==> src/verilog/bus_pkg.sv <==
package bus_pkg;

  // core-local timer words
  localparam logic [31:0] mtime_lo_addr = 32'h0200_0048;
  localparam logic [31:0] mtime_hi_addr = 32'h0200_004c;

  // instruction fetch burst shape
  localparam logic [7:0] fetch_len  = 8'd1;    // two beats
  localparam logic [2:0] fetch_size = 3'b010;  // 4 bytes per beat

  localparam logic [1:0] burst_incr = 2'b01;

  localparam logic [1:0] resp_okay = 2'b00;

  typedef struct packed {
    logic [31:0] hi;
    logic [31:0] lo;
  } mtime_half_t;

  // one 64-bit count, or two 32-bit words for the bus
  typedef union packed {
    logic [63:0] count;
    mtime_half_t half;
  } mtime_t;

endpackage
==> src/verilog/soc_bus_top.sv <==
module soc_bus_top (
  input  logic        clock,
  input  logic        reset,

  input  logic [31:0] araddr_0,
  input  logic        arvalid_0,
  output logic        arready_0,
  output logic [31:0] rdata_0,
  output logic [1:0]  rresp_0,
  output logic        rvalid_0,
  output logic        rlast_0,
  input  logic        rready_0,

  input  logic [31:0] araddr_1,
  input  logic [2:0]  arsize_1,
  input  logic        arvalid_1,
  output logic        arready_1,
  output logic [31:0] rdata_1,
  output logic [1:0]  rresp_1,
  output logic        rvalid_1,
  input  logic        rready_1,
  input  logic [31:0] awaddr_1,
  input  logic [2:0]  awsize_1,
  input  logic        awvalid_1,
  output logic        awready_1,
  input  logic [31:0] wdata_1,
  input  logic [3:0]  wstrb_1,
  input  logic        wvalid_1,
  output logic        wready_1,
  output logic [1:0]  bresp_1,
  output logic        bvalid_1,
  input  logic        bready_1,

  input  logic        io_master_awready,
  output logic        io_master_awvalid,
  output logic [3:0]  io_master_awid,
  output logic [31:0] io_master_awaddr,
  output logic [7:0]  io_master_awlen,
  output logic [2:0]  io_master_awsize,
  output logic [1:0]  io_master_awburst,
  input  logic        io_master_wready,
  output logic        io_master_wvalid,
  output logic [31:0] io_master_wdata,
  output logic [3:0]  io_master_wstrb,
  output logic        io_master_wlast,
  output logic        io_master_bready,
  input  logic        io_master_bvalid,
  input  logic [3:0]  io_master_bid,
  input  logic [1:0]  io_master_bresp,
  input  logic        io_master_arready,
  output logic        io_master_arvalid,
  output logic [3:0]  io_master_arid,
  output logic [31:0] io_master_araddr,
  output logic [7:0]  io_master_arlen,
  output logic [2:0]  io_master_arsize,
  output logic [1:0]  io_master_arburst,
  output logic        io_master_rready,
  input  logic        io_master_rvalid,
  input  logic [3:0]  io_master_rid,
  input  logic [31:0] io_master_rdata,
  input  logic [1:0]  io_master_rresp,
  input  logic        io_master_rlast
);

  // router to arbiter
  logic [31:0] mem_araddr;
  logic [2:0]  mem_arsize;
  logic        mem_arvalid;
  logic        mem_arready;
  logic [31:0] mem_rdata;
  logic [1:0]  mem_rresp;
  logic        mem_rvalid;
  logic        mem_rready;

  // router to timer
  logic        tmr_araddr_sel;
  logic        tmr_arvalid;
  logic        tmr_arready;
  logic [31:0] tmr_rdata;
  logic [1:0]  tmr_rresp;
  logic        tmr_rvalid;
  logic        tmr_rready;

  lsu_read_router u_router (.*);

  clint_timer u_timer (.*);

  bus_arbiter u_arbiter (.*);

endmodule

==> src/verilog/bus_arbiter.sv <==
module bus_arbiter (
  input  logic        clock,
  input  logic        reset,

  input  logic [31:0] araddr_0,
  input  logic        arvalid_0,
  output logic        arready_0,
  output logic [31:0] rdata_0,
  output logic [1:0]  rresp_0,
  output logic        rvalid_0,
  output logic        rlast_0,
  input  logic        rready_0,

  input  logic [31:0] mem_araddr,
  input  logic [2:0]  mem_arsize,
  input  logic        mem_arvalid,
  output logic        mem_arready,
  output logic [31:0] mem_rdata,
  output logic [1:0]  mem_rresp,
  output logic        mem_rvalid,
  input  logic        mem_rready,

  input  logic [31:0] awaddr_1,
  input  logic [2:0]  awsize_1,
  input  logic        awvalid_1,
  output logic        awready_1,
  input  logic [31:0] wdata_1,
  input  logic [3:0]  wstrb_1,
  input  logic        wvalid_1,
  output logic        wready_1,
  output logic [1:0]  bresp_1,
  output logic        bvalid_1,
  input  logic        bready_1,

  input  logic        io_master_awready,
  output logic        io_master_awvalid,
  output logic [3:0]  io_master_awid,
  output logic [31:0] io_master_awaddr,
  output logic [7:0]  io_master_awlen,
  output logic [2:0]  io_master_awsize,
  output logic [1:0]  io_master_awburst,
  input  logic        io_master_wready,
  output logic        io_master_wvalid,
  output logic [31:0] io_master_wdata,
  output logic [3:0]  io_master_wstrb,
  output logic        io_master_wlast,
  output logic        io_master_bready,
  input  logic        io_master_bvalid,
  input  logic [3:0]  io_master_bid,
  input  logic [1:0]  io_master_bresp,
  input  logic        io_master_arready,
  output logic        io_master_arvalid,
  output logic [3:0]  io_master_arid,
  output logic [31:0] io_master_araddr,
  output logic [7:0]  io_master_arlen,
  output logic [2:0]  io_master_arsize,
  output logic [1:0]  io_master_arburst,
  output logic        io_master_rready,
  input  logic        io_master_rvalid,
  input  logic [3:0]  io_master_rid,
  input  logic [31:0] io_master_rdata,
  input  logic [1:0]  io_master_rresp,
  input  logic        io_master_rlast
);

  import bus_pkg::*;

  logic outstanding;
  logic owner;     // 1 = load/store
  logic ar_hold;   // arvalid waiting on arready
  logic hold_lsu;
  logic sel_lsu;
  logic ar_fire;
  logic r_beat;
  logic r_fire;

  // keep the choice fixed while the slave stalls the address
  assign sel_lsu = ar_hold ? hold_lsu : ~arvalid_0;
  assign ar_fire = io_master_arvalid & io_master_arready;

  always_ff @(posedge clock) begin
    if (reset) begin
      outstanding <= 1'b0;
      owner       <= 1'b0;
      ar_hold     <= 1'b0;
      hold_lsu    <= 1'b0;
    end else begin
      ar_hold  <= io_master_arvalid & ~io_master_arready;
      hold_lsu <= sel_lsu;
      if (ar_fire) begin
        outstanding <= 1'b1;
        owner       <= sel_lsu;
      end else if (r_fire && io_master_rlast) begin
        outstanding <= 1'b0;
      end
    end
  end

  assign io_master_arvalid = ~outstanding & (sel_lsu ? mem_arvalid : arvalid_0);
  assign io_master_arid    = 4'd0;
  assign io_master_araddr  = sel_lsu ? mem_araddr : araddr_0;
  assign io_master_arlen   = sel_lsu ? 8'd0 : fetch_len;
  assign io_master_arsize  = sel_lsu ? mem_arsize : fetch_size;
  assign io_master_arburst = burst_incr;
  assign arready_0   = ~outstanding & ~sel_lsu & io_master_arready;
  assign mem_arready = ~outstanding & sel_lsu & io_master_arready;

  // only ID 0 belongs to us
  assign r_beat = outstanding & io_master_rvalid & (io_master_rid == 4'd0);
  assign io_master_rready = outstanding & (owner ? mem_rready : rready_0);
  assign r_fire = r_beat & io_master_rready;

  assign rvalid_0   = r_beat & ~owner;
  assign rdata_0    = io_master_rdata;
  assign rresp_0    = io_master_rresp;
  assign rlast_0    = io_master_rlast;
  assign mem_rvalid = r_beat & owner;
  assign mem_rdata  = io_master_rdata;
  assign mem_rresp  = io_master_rresp;

  // load/store writes pass straight through
  assign io_master_awvalid = awvalid_1;
  assign io_master_awid    = 4'd0;
  assign io_master_awaddr  = awaddr_1;
  assign io_master_awlen   = 8'd0;
  assign io_master_awsize  = awsize_1;
  assign io_master_awburst = burst_incr;
  assign awready_1         = io_master_awready;
  assign io_master_wvalid  = wvalid_1;
  assign io_master_wdata   = wdata_1;
  assign io_master_wstrb   = wstrb_1;
  assign io_master_wlast   = wvalid_1;  // single beat
  assign wready_1          = io_master_wready;
  assign io_master_bready  = bready_1;
  assign bvalid_1          = io_master_bvalid & (io_master_bid == 4'd0);
  assign bresp_1           = io_master_bresp;

endmodule

==> src/verilog/lsu_read_router.sv <==
module lsu_read_router (
  input  logic        clock,
  input  logic        reset,

  input  logic [31:0] araddr_1,
  input  logic [2:0]  arsize_1,
  input  logic        arvalid_1,
  output logic        arready_1,
  output logic [31:0] rdata_1,
  output logic [1:0]  rresp_1,
  output logic        rvalid_1,
  input  logic        rready_1,

  output logic [31:0] mem_araddr,
  output logic [2:0]  mem_arsize,
  output logic        mem_arvalid,
  input  logic        mem_arready,
  input  logic [31:0] mem_rdata,
  input  logic [1:0]  mem_rresp,
  input  logic        mem_rvalid,
  output logic        mem_rready,

  output logic        tmr_araddr_sel,
  output logic        tmr_arvalid,
  input  logic        tmr_arready,
  input  logic [31:0] tmr_rdata,
  input  logic [1:0]  tmr_rresp,
  input  logic        tmr_rvalid,
  output logic        tmr_rready
);

  import bus_pkg::*;

  logic dec_valid;  // decode registered, address not yet taken
  logic busy;       // response pending
  logic tmr_hit;
  logic addr_is_tmr;

  assign addr_is_tmr = (araddr_1 == mtime_lo_addr) || (araddr_1 == mtime_hi_addr);

  always_ff @(posedge clock) begin
    if (reset) begin
      dec_valid <= 1'b0;
      busy      <= 1'b0;
      tmr_hit   <= 1'b0;
    end else begin
      if (!dec_valid && !busy && arvalid_1) begin
        dec_valid <= 1'b1;
        tmr_hit   <= addr_is_tmr;
      end
      if (dec_valid && arvalid_1 && arready_1) begin
        dec_valid <= 1'b0;
        busy      <= 1'b1;
      end
      // target flag stays put until here
      if (busy && rvalid_1 && rready_1) begin
        busy <= 1'b0;
      end
    end
  end

  // only one target sees arvalid
  assign mem_araddr     = araddr_1;
  assign mem_arsize     = arsize_1;
  assign mem_arvalid    = dec_valid & ~tmr_hit & arvalid_1;
  assign tmr_arvalid    = dec_valid & tmr_hit & arvalid_1;
  assign tmr_araddr_sel = (araddr_1 == mtime_hi_addr);
  assign arready_1      = dec_valid & (tmr_hit ? tmr_arready : mem_arready);

  // response side
  assign rdata_1    = tmr_hit ? tmr_rdata : mem_rdata;
  assign rresp_1    = tmr_hit ? tmr_rresp : mem_rresp;
  assign rvalid_1   = busy & (tmr_hit ? tmr_rvalid : mem_rvalid);
  assign mem_rready = busy & ~tmr_hit & rready_1;
  assign tmr_rready = busy & tmr_hit & rready_1;

endmodule

==> src/verilog/clint_timer.sv <==
module clint_timer (
  input  logic        clock,
  input  logic        reset,

  input  logic        tmr_araddr_sel,
  input  logic        tmr_arvalid,
  output logic        tmr_arready,

  output logic [31:0] tmr_rdata,
  output logic [1:0]  tmr_rresp,
  output logic        tmr_rvalid,
  input  logic        tmr_rready
);

  import bus_pkg::*;

  mtime_t mtime;
  logic   ar_fire;

  // single response slot
  assign tmr_arready = ~tmr_rvalid;
  assign ar_fire     = tmr_arvalid & tmr_arready;
  assign tmr_rresp   = resp_okay;

  always_ff @(posedge clock) begin
    if (reset) begin
      mtime.count <= '0;
    end else begin
      mtime.count <= mtime.count + 64'd1;
    end
  end

  always_ff @(posedge clock) begin
    if (reset) begin
      tmr_rvalid <= 1'b0;
    end else if (ar_fire) begin
      tmr_rvalid <= 1'b1;
    end else if (tmr_rready) begin
      tmr_rvalid <= 1'b0;  // handshake done
    end
  end

  // sample the counter in the accept cycle
  always_ff @(posedge clock) begin
    if (ar_fire) begin
      tmr_rdata <= tmr_araddr_sel ? mtime.half.hi : mtime.half.lo;
    end
  end

endmodule

==> config.mk <==
export PLATFORM = sky130hd
export DESIGN_NAME = soc_bus_top
export DESIGN_NICKNAME = d
export VERILOG_FILES = /design/src/verilog/bus_pkg.sv /design/src/verilog/soc_bus_top.sv /design/src/verilog/bus_arbiter.sv /design/src/verilog/lsu_read_router.sv /design/src/verilog/clint_timer.sv
export SDC_FILE = /design/constraint.sdc
export NUM_CORES = 1
export LEC_CHECK = 0
export BUFFER_PORTS_ARGS = -buffer_cell sky130_fd_sc_hd__buf_4
export CAP_MARGIN = 40
export CORE_AREA = 2 2 164 166
export CTS_CLUSTER_SIZE = 8
export DETAILED_ROUTE_END_ITERATION = 8
export DIE_AREA = 0 0 166 168
export GPL_TIMING_DRIVEN = 0
export PLACE_DENSITY = 0.52
export SLEW_MARGIN = 20
export SYNTH_ARGS = -nofsm -noshare
export SYNTH_HDL_FRONTEND = slang
export SYNTH_SLANG_ARGS = --single-unit
==> constraint.sdc <==
create_clock -name clock -period 7 [get_ports clock]
set_clock_uncertainty 0.05 [all_clocks]
set_input_delay 0.35 -clock clock [delete_from_list [all_inputs] [get_ports clock]]
set_output_delay 0.35 -clock clock [all_outputs]
set_load 0.03 [all_outputs]
==> results of run 1 <==
## metrics by stage
| stage | hold slack (ns) | instances | power, µW | setup WS (ns) | cell area [µm²] |
|---|---|---|---|---|---|
| 2_1_floorplan | 0.379 | 797 | 915 | 4.69 | 6760 |
| 3_3_place_gp | 0.416 | 1446 | 1100 | 3.64 | 9500 |
| 3_5_place_dp | 0.418 | 1447 | 1100 | 4.11 | 9530 |
| 4_1_cts | 0.151 | 1463 | 1600 | 3.91 | 9820 |
| 5_1_grt | 0.157 | 1463 | 1640 | 3.89 | 9820 |
| 6_report | 0.156 | 1463 | 1580 | 4.06 | 9820 |
## critical path, stage by stage (launching register included)
cell                       delay (ns)
sky130_fd_sc_hd__dfxtp_1         0.47
sky130_fd_sc_hd__buf_1           0.55
sky130_fd_sc_hd__clkbuf_1        0.59
sky130_fd_sc_hd__mux2_2          0.41
sky130_fd_sc_hd__buf_4           0.17
## power by group
group,switching (µW),internal (µW)
Sequential,4.09,621
Clock,223,277
Combinational,256,199
Total,483,1100
## per-layer routing
metal | vias up | wire (µm) | track usage
met2 | 185 | 12000 | 0.280
met3 | 14 | 1170 | 0.0270
met4 | 0 | 193 | 0.0299
met1 | 2952 | 9320 | 0.182
li1 | 3208 | - | -
met5 | - | 0 | 0
## area by class of cell
type                       count  area, µm²
tap                          341        427
buffer                       171       1180
fill                        2744      16500
clock inverter                 5       57.6
multi-input combinational    513       3150
sequential                   104       2400
inverter                       9       33.8
clock buffer                  11        233
timing repair buffer         309       2340
## worst min path at each step
stage / start / cells after the start / slack (ns) / end
after floorplan: io_master_arready / 1 / 0.38 / u_arbiter.ar_hold$_SDFF_PP0_
after global placement: u_timer.mtime[0]$_SDFF_PP0_ / 1 / 0.42 / u_timer.mtime[0]$_SDFF_PP0_
after detailed placement: u_timer.mtime[0]$_SDFF_PP0_ / 1 / 0.42 / u_timer.mtime[0]$_SDFF_PP0_
after CTS: io_master_arready / 2 / 0.15 / u_arbiter.ar_hold$_SDFF_PP0_
after global routing: io_master_arready / 2 / 0.16 / u_arbiter.ar_hold$_SDFF_PP0_
final: io_master_arready / 2 / 0.16 / u_arbiter.ar_hold$_SDFF_PP0_
## state kept, by name, indices dropped and copies added (netlist names)
| name | count |
|---|---|
| u_router.dec_valid | 1 |
| u_arbiter.hold_lsu | 1 |
| u_timer.mtime | 64 |
| u_timer.tmr_rvalid | 1 |
| u_router.busy | 1 |
| u_arbiter.outstanding | 1 |
| u_timer.tmr_rdata | 32 |
| u_router.tmr_hit | 1 |
| u_arbiter.owner | 1 |
| u_arbiter.ar_hold | 1 |
## cell usage after synthesis, types with 6 or more instances
library cell / n
sky130_fd_sc_hd__buf_4: 141
sky130_fd_sc_hd__mux2_2: 63
sky130_fd_sc_hd__xnor2_1: 11
sky130_fd_sc_hd__and2_1: 7
sky130_fd_sc_hd__nor4_1: 10
sky130_fd_sc_hd__or3_1: 18
sky130_fd_sc_hd__nor2_1: 52
sky130_fd_sc_hd__nand4_1: 27
sky130_fd_sc_hd__a21oi_1: 32
sky130_fd_sc_hd__o21ai_0: 17
sky130_fd_sc_hd__nor2b_1: 6
sky130_fd_sc_hd__buf_2: 7
sky130_fd_sc_hd__and4_1: 7
sky130_fd_sc_hd__clkbuf_1: 21
sky130_fd_sc_hd__inv_1: 8
sky130_fd_sc_hd__dfxtp_1: 72
sky130_fd_sc_hd__or4_1: 13
sky130_fd_sc_hd__xor2_1: 22
sky130_fd_sc_hd__nand3_1: 26
sky130_fd_sc_hd__nand2_1: 120
sky130_fd_sc_hd__edfxtp_1: 32
sky130_fd_sc_hd__o31ai_1: 13
## kinds of logic after synthesis
| logic type | Yosys count | share of synthesized area |
|---|---|---|
| xor gates and xnor gates | 33 | 0.0434 |
| other | 2 | 0.00113 |
| AOI/OAI and AO/OA | 66 | 0.0561 |
| adders and majority gates | 1 | 0.00188 |
| muxes | 67 | 0.113 |
| DFF | 104 | 0.360 |
| buffers and inverters | 180 | 0.182 |
| and+or+nand+nor | 319 | 0.242 |
==> flow_summary_export.csv, run 1 <==
group,metric,value,unit
sta,max_slew_margin,0.546,
clock_network,ctsHtreeMaxLevel,3,
setup_path,crit-reg2reg-launch,"u_timer.mtime[0]$_SDFF_PP0_",
yosys,synth_edf_count,32,
setup_path,worstSetupEndpoint,"rdata_1[15]",
yosys,postSynth.asyncResetShare,0,
clock_network,cts.sink_count,104,
clock_network,worst_setup_hold_path_clk_slew,0.07,ns
layout,utilization,0.373,
sta,timing_hold_violations_final,0,
placement,globalplace.congestion,0.759,
pwr,cell_area_power_density,161,mW/mm²
setup_path,startpoint,"u_router.tmr_hit$_SDFFE_PP0P_",
global_routing,initial_antenna_violation_count,0,
detailed_routing,routed-via-count,6359,
yosys,ys.flop_type,"sky130_fd_sc_hd__dfxtp_1",
setup_path,path_max_fanout,10,
clock_network,postCtsHoldBufs,0,
floorplan,placement_rows,60,
floorplan,fp.dieArea,0.0279,mm²
yosys,ys_seq_area_frac,0.360,
placement,dpl.hpwl,18.6,mm
floorplan,fp.dieW,166,µm
detailed_routing,avgViaCountPerCell,4.35,
clock_network,postCtsSetupBuffers,0,
yosys,syn_inst,772,
clock_network,clock_root_buffer,"sky130_fd_sc_hd__clkbuf_16",
sta,rsz_0062_raised_after_global_routing,"false",
layout,layout.nets,1315,
sta,setup_tns,0,ns
run,timing.max_cap.violations,0,
sta,timing.final.crit_share,0.421,
detailed_routing,drt_wl_total,22.7,mm
yosys,yosys_warnings,0,
layout,final_cell_mix,"sky130_fd_sc_hd__buf_4, sky130_fd_sc_hd__nand2_1, sky130_fd_sc_hd__dfxtp_1",
floorplan,starting_utilization_of_the_core_area,0.253,
global_routing,grt.overflow.total,0,
layout,layout_cells_sized_above_1,0.486,
setup_path,crit_arrival,2.54,ns
detailed_routing,route.detailed.drc,0,
placement,io_buffer_count,308,
sta,timing.final.crit_period,2.94,ns
sta,final-setup-viol-count,0,
floorplan,floorplan.die.height,168,µm
clock_network,worst_skew_pair.late_latency,0.35,ns
clock_network,post_cts_resized,0,
global_routing,grt_pass1_vias,5896,
pwr,power.ir.vdd_worst,0.0944,mV
yosys,ys_ff_latch,104,
clock_network,tritoncts,"done",
yosys,syn_area,0.00666,mm²
detailed_routing,first_pass_drt_iterations,5,
global_routing,grt_use_total,0.151,
global_routing,grt_first_pass_wirelength,33.4,mm
yosys,synth.avg_cell_area,8.63,µm²
global_routing,maximum_number_of_pins_on_one_net_before_global_route_repair,19,
setup_path,r2r_setup_slack,4.25,ns
yosys,synth_top_cell_by_area,"sky130_fd_sc_hd__dfxtp_1",
layout,area.growth.synth_to_final,47.4,%
pwr,cellLeakagePower,0.00436,µW
setup_path,setup.worst_path.class,"flip-flop to output pin",
sta,slew_viol_final,0,
layout,antenna_cells,0,
worst_hold_path,worstHoldPathType,"primary input to flip-flop",
detailed_routing,detail_route.iter0.violations,252,
setup_path,endpoint_kind,"output pin",
floorplan,design.portCount,415,
clock_network,cts-buffers-inserted,9,
yosys,netlist-cell-type-count,46,
setup_path,start_kind,"flip-flop",
setup_path,critical_path_required,6.60,ns
layout,layout_commonest_cell,"sky130_fd_sc_hd__buf_4",
run_status,run_status,"finished, final reports clean",
yosys,synth_top_cell_area_share,0.216,
sta,max_freq,340,MHz
yosys,synthTopCellsByArea,"sky130_fd_sc_hd__dfxtp_1, sky130_fd_sc_hd__buf_4, sky130_fd_sc_hd__edfxtp_1",
sta,worstMarginPinSlew,0.682,ns
detailed_routing,wl_per_cell,15.5,µm
setup_path,rr_worst_depth,7,
floorplan,floorplan.core_area,0.0264,mm²
clock_network,clock_path_buffers,2,
detailed_routing,drtAntennaViolNets,0,
setup_path,crit-reg2reg-capture,"u_timer.mtime[56]$_SDFF_PP0_",
Power figures use the tool's default switching activity.
==> run 2, diff against run 1 <==
- CORE_AREA: 2 2 164 166 -> 2 2 159 161
- DIE_AREA: 0 0 166 168 -> 0 0 161 163
- PLACE_DENSITY: 0.52 -> 0.55
- clock period: 7 -> 2.77 ns (I/O delays scaled with it)
==> flow_summary_export.csv, run 2 (synthesized netlist as in run 1, its figures left out) <==
group,metric,value,unit
pwr,total_power,4030,µW
setup_path,path_max_fanout,10,
detailed_routing,route.detailed.drc,0,
run_status,run_status,"finished, final reports clean",
layout,layout.nets,1319,
sta,worstMarginPinSlew,0.654,ns
setup_path,timing.critical_path.max_delay_family,"simple AND/OR/NAND/NOR gates",
floorplan,floorplan.die.height,163,µm
setup_path,critPathMostFrequentCell,"sky130_fd_sc_hd__nand4_1",
clock_network,clock_root_buffer,"sky130_fd_sc_hd__clkbuf_16",
sta,setup_tns,0,ns
setup_path,startpoint,"u_timer.mtime[19]$_SDFF_PP0_",
worst_hold_path,worstHoldPathType,"primary input to flip-flop",
clock_network,worst_skew_pair.late_latency,0.35,ns
layout,final_area,0.00987,mm²
setup_path,rr_worst_depth,6,
detailed_routing,first_pass_drt_iterations,4,
clock_network,clock_path_buffers,2,
layout,area.growth.synth_to_final,48.1,%
layout,final_cell_mix,"sky130_fd_sc_hd__buf_4, sky130_fd_sc_hd__nand2_1, sky130_fd_sc_hd__dfxtp_1",
placement,globalplace.congestion,0.804,
floorplan,placement_rows,58,
layout,layout_commonest_cell,"sky130_fd_sc_hd__buf_4",
layout,reg_top3,"u_timer.mtime x64, u_timer.tmr_rdata x32",
sta,final-setup-viol-count,0,
placement,dpl-instance-area,0.00952,mm²
pwr,cell_area_power_density,408,mW/mm²
layout,top_reg_by_flops,"u_timer.mtime",
setup_path,crit_path_buffers_inverters,1,
detailed_routing,avgViaCountPerCell,4.41,
detailed_routing,wl_per_cell,16.4,µm
detailed_routing,drtAntennaViolNets,0,
detailed_routing,detail_route.iter0.violations,372,
setup_path,crit-reg2reg-capture,"u_timer.mtime[42]$_SDFF_PP0_",
global_routing,grt_first_pass_wirelength,34.4,mm
setup_path,cpPeakStageDelay,0.50,ns
layout,largest_register_ffs,64,
setup_path,crit_arrival,2.74,ns
global_routing,grt_use_total,0.168,
sta,max_slew_margin,0.564,
sta,timing.final.crit_period,2.52,ns
clock_network,ctsHtreeMaxLevel,3,
setup_path,worstPathCellList,"nand4_1, nor4_4, nand4_1, clkbuf_1, or3_1, a21oi_1",
sta,slew_viol_final,0,
setup_path,r2r_setup_slack,0.25,ns
global_routing,maximum_number_of_pins_on_one_net_before_global_route_repair,19,
detailed_routing,drt_wl_total,23.8,mm
layout,layout_cells_sized_above_1,0.490,
global_routing,grt_pass1_vias,5834,
run,timing.max_cap.violations,0,
placement,dpl.hpwl,19.6,mm
floorplan,design.portCount,415,
placement,io_buffer_count,308,
setup_path,worstSetupEndpoint,"u_timer.mtime[42]$_SDFF_PP0_",
sta,timing_hold_violations_final,0,
sta,max_freq,397,MHz
setup_path,setup.worst_path.class,"flip-flop to flip-flop",
clock_network,worst_setup_hold_path_clk_slew,0.07,ns
setup_path,critical_path_depth,6,
worst_hold_path,hold_path_depth,4,
pwr,power.ir.vdd_worst,0.264,mV
floorplan,fp.dieArea,0.0262,mm²
pwr,cellLeakagePower,0.00441,µW
layout,final.fill_count,2496,
sta,timing.final.crit_share,0.909,
clock_network,cts-buffers-inserted,9,
setup_path,crit-reg2reg-launch,"u_timer.mtime[19]$_SDFF_PP0_",
floorplan,fp.dieW,161,µm
detailed_routing,routed-via-count,6424,
floorplan,starting_utilization_of_the_core_area,0.270,
setup_path,crit_path_top_delay_cell,"sky130_fd_sc_hd__nor4_4",
setup_path,start_kind,"flip-flop",
setup_path,endpoint_kind,"flip-flop",
global_routing,grt.overflow.total,0,
sta,rsz_0062_raised_after_global_routing,"false",
floorplan,floorplan.core_area,0.0247,mm²
setup_path,critical_path_required,2.99,ns
clock_network,cts.sink_count,104,
clock_network,tritoncts,"done",
global_routing,initial_antenna_violation_count,2,
-- run 2: power by group --
group,switching (µW),leakage (µW),internal (µW)
clock,578,0.000148,693
combinational,673,0.00339,506
sequential,10.5,0.000877,1570
total,1260,0.00441,2770
-- run 2: area by class of cell --
cell class	instances	area, µm²	area share
Multi-Input combinational cell	513	3160	0.320
Antenna cell	1	2.50	0.000254
Buffer	171	1180	0.120
Clock buffer	11	264	0.0268
Timing Repair Buffer	313	2370	0.241
Clock inverter	5	36.3	0.00368
Tap cell	330	413	0.0418
Sequential cell	104	2400	0.243
Inverter	9	33.8	0.00342
-- run 2: routing by layer --
layer	vias to the layer above	GRT usage	share of wire
li1	3218	-	-
met1	2966	0.235	0.45
met2	221	0.275	0.48
met3	17	0.0285	0.066
met4	2	0.0313	0.0075
met5	-	0	0.00034
-- run 2: worst min path at each step --
stage                                                     to  slack, ns               from
final                     u_arbiter.outstanding$_SDFFE_PP0P_       0.16    io_master_rlast
after global routing         u_router.dec_valid$_SDFFE_PP0P_       0.19          arvalid_1
after CTS                    u_router.dec_valid$_SDFFE_PP0P_       0.15          arvalid_1
after detailed placement        u_arbiter.ar_hold$_SDFF_PP0_       0.29  io_master_arready
after global placement          u_arbiter.ar_hold$_SDFF_PP0_       0.29  io_master_arready
after floorplan                 u_arbiter.ar_hold$_SDFF_PP0_       0.17  io_master_arready
-- run 2: worst min-delay path, stage by stage --
cell and delay [ns]:
sky130_fd_sc_hd__buf_4 0.11, sky130_fd_sc_hd__nand2_1 0.04, sky130_fd_sc_hd__o21ai_0 0.08, sky130_fd_sc_hd__a21oi_1 0.14
-- run 2: what timing repair did --
| item | 4_1_cts | 5_1_grt |
|---|---|---|
| hold buffers | 2 | 0 |
| hold endpoints to repair | 2 | 0 |
| buffers inserted | 0 | 2 |
| resized for setup | 2 | 2 |
| setup endpoints to repair | 12 | 11 |
| pin swaps | 0 | 1 |
-- run 2: per-stage QoR --
stage / hold WS, ns / setup WS (ns) / cells / utilization
floorplan: 0.167 / 0.459 / 797 / -
global placement: 0.288 / -0.526 / 1435 / 0.384
CTS: 0.146 / 0.113 / 1454 / 0.399
finish: 0.158 / 0.252 / 1457 / 0.400
global route: 0.189 / 0.0752 / 1457 / 0.400
detailed placement: 0.293 / 0.0241 / 1436 / 0.386
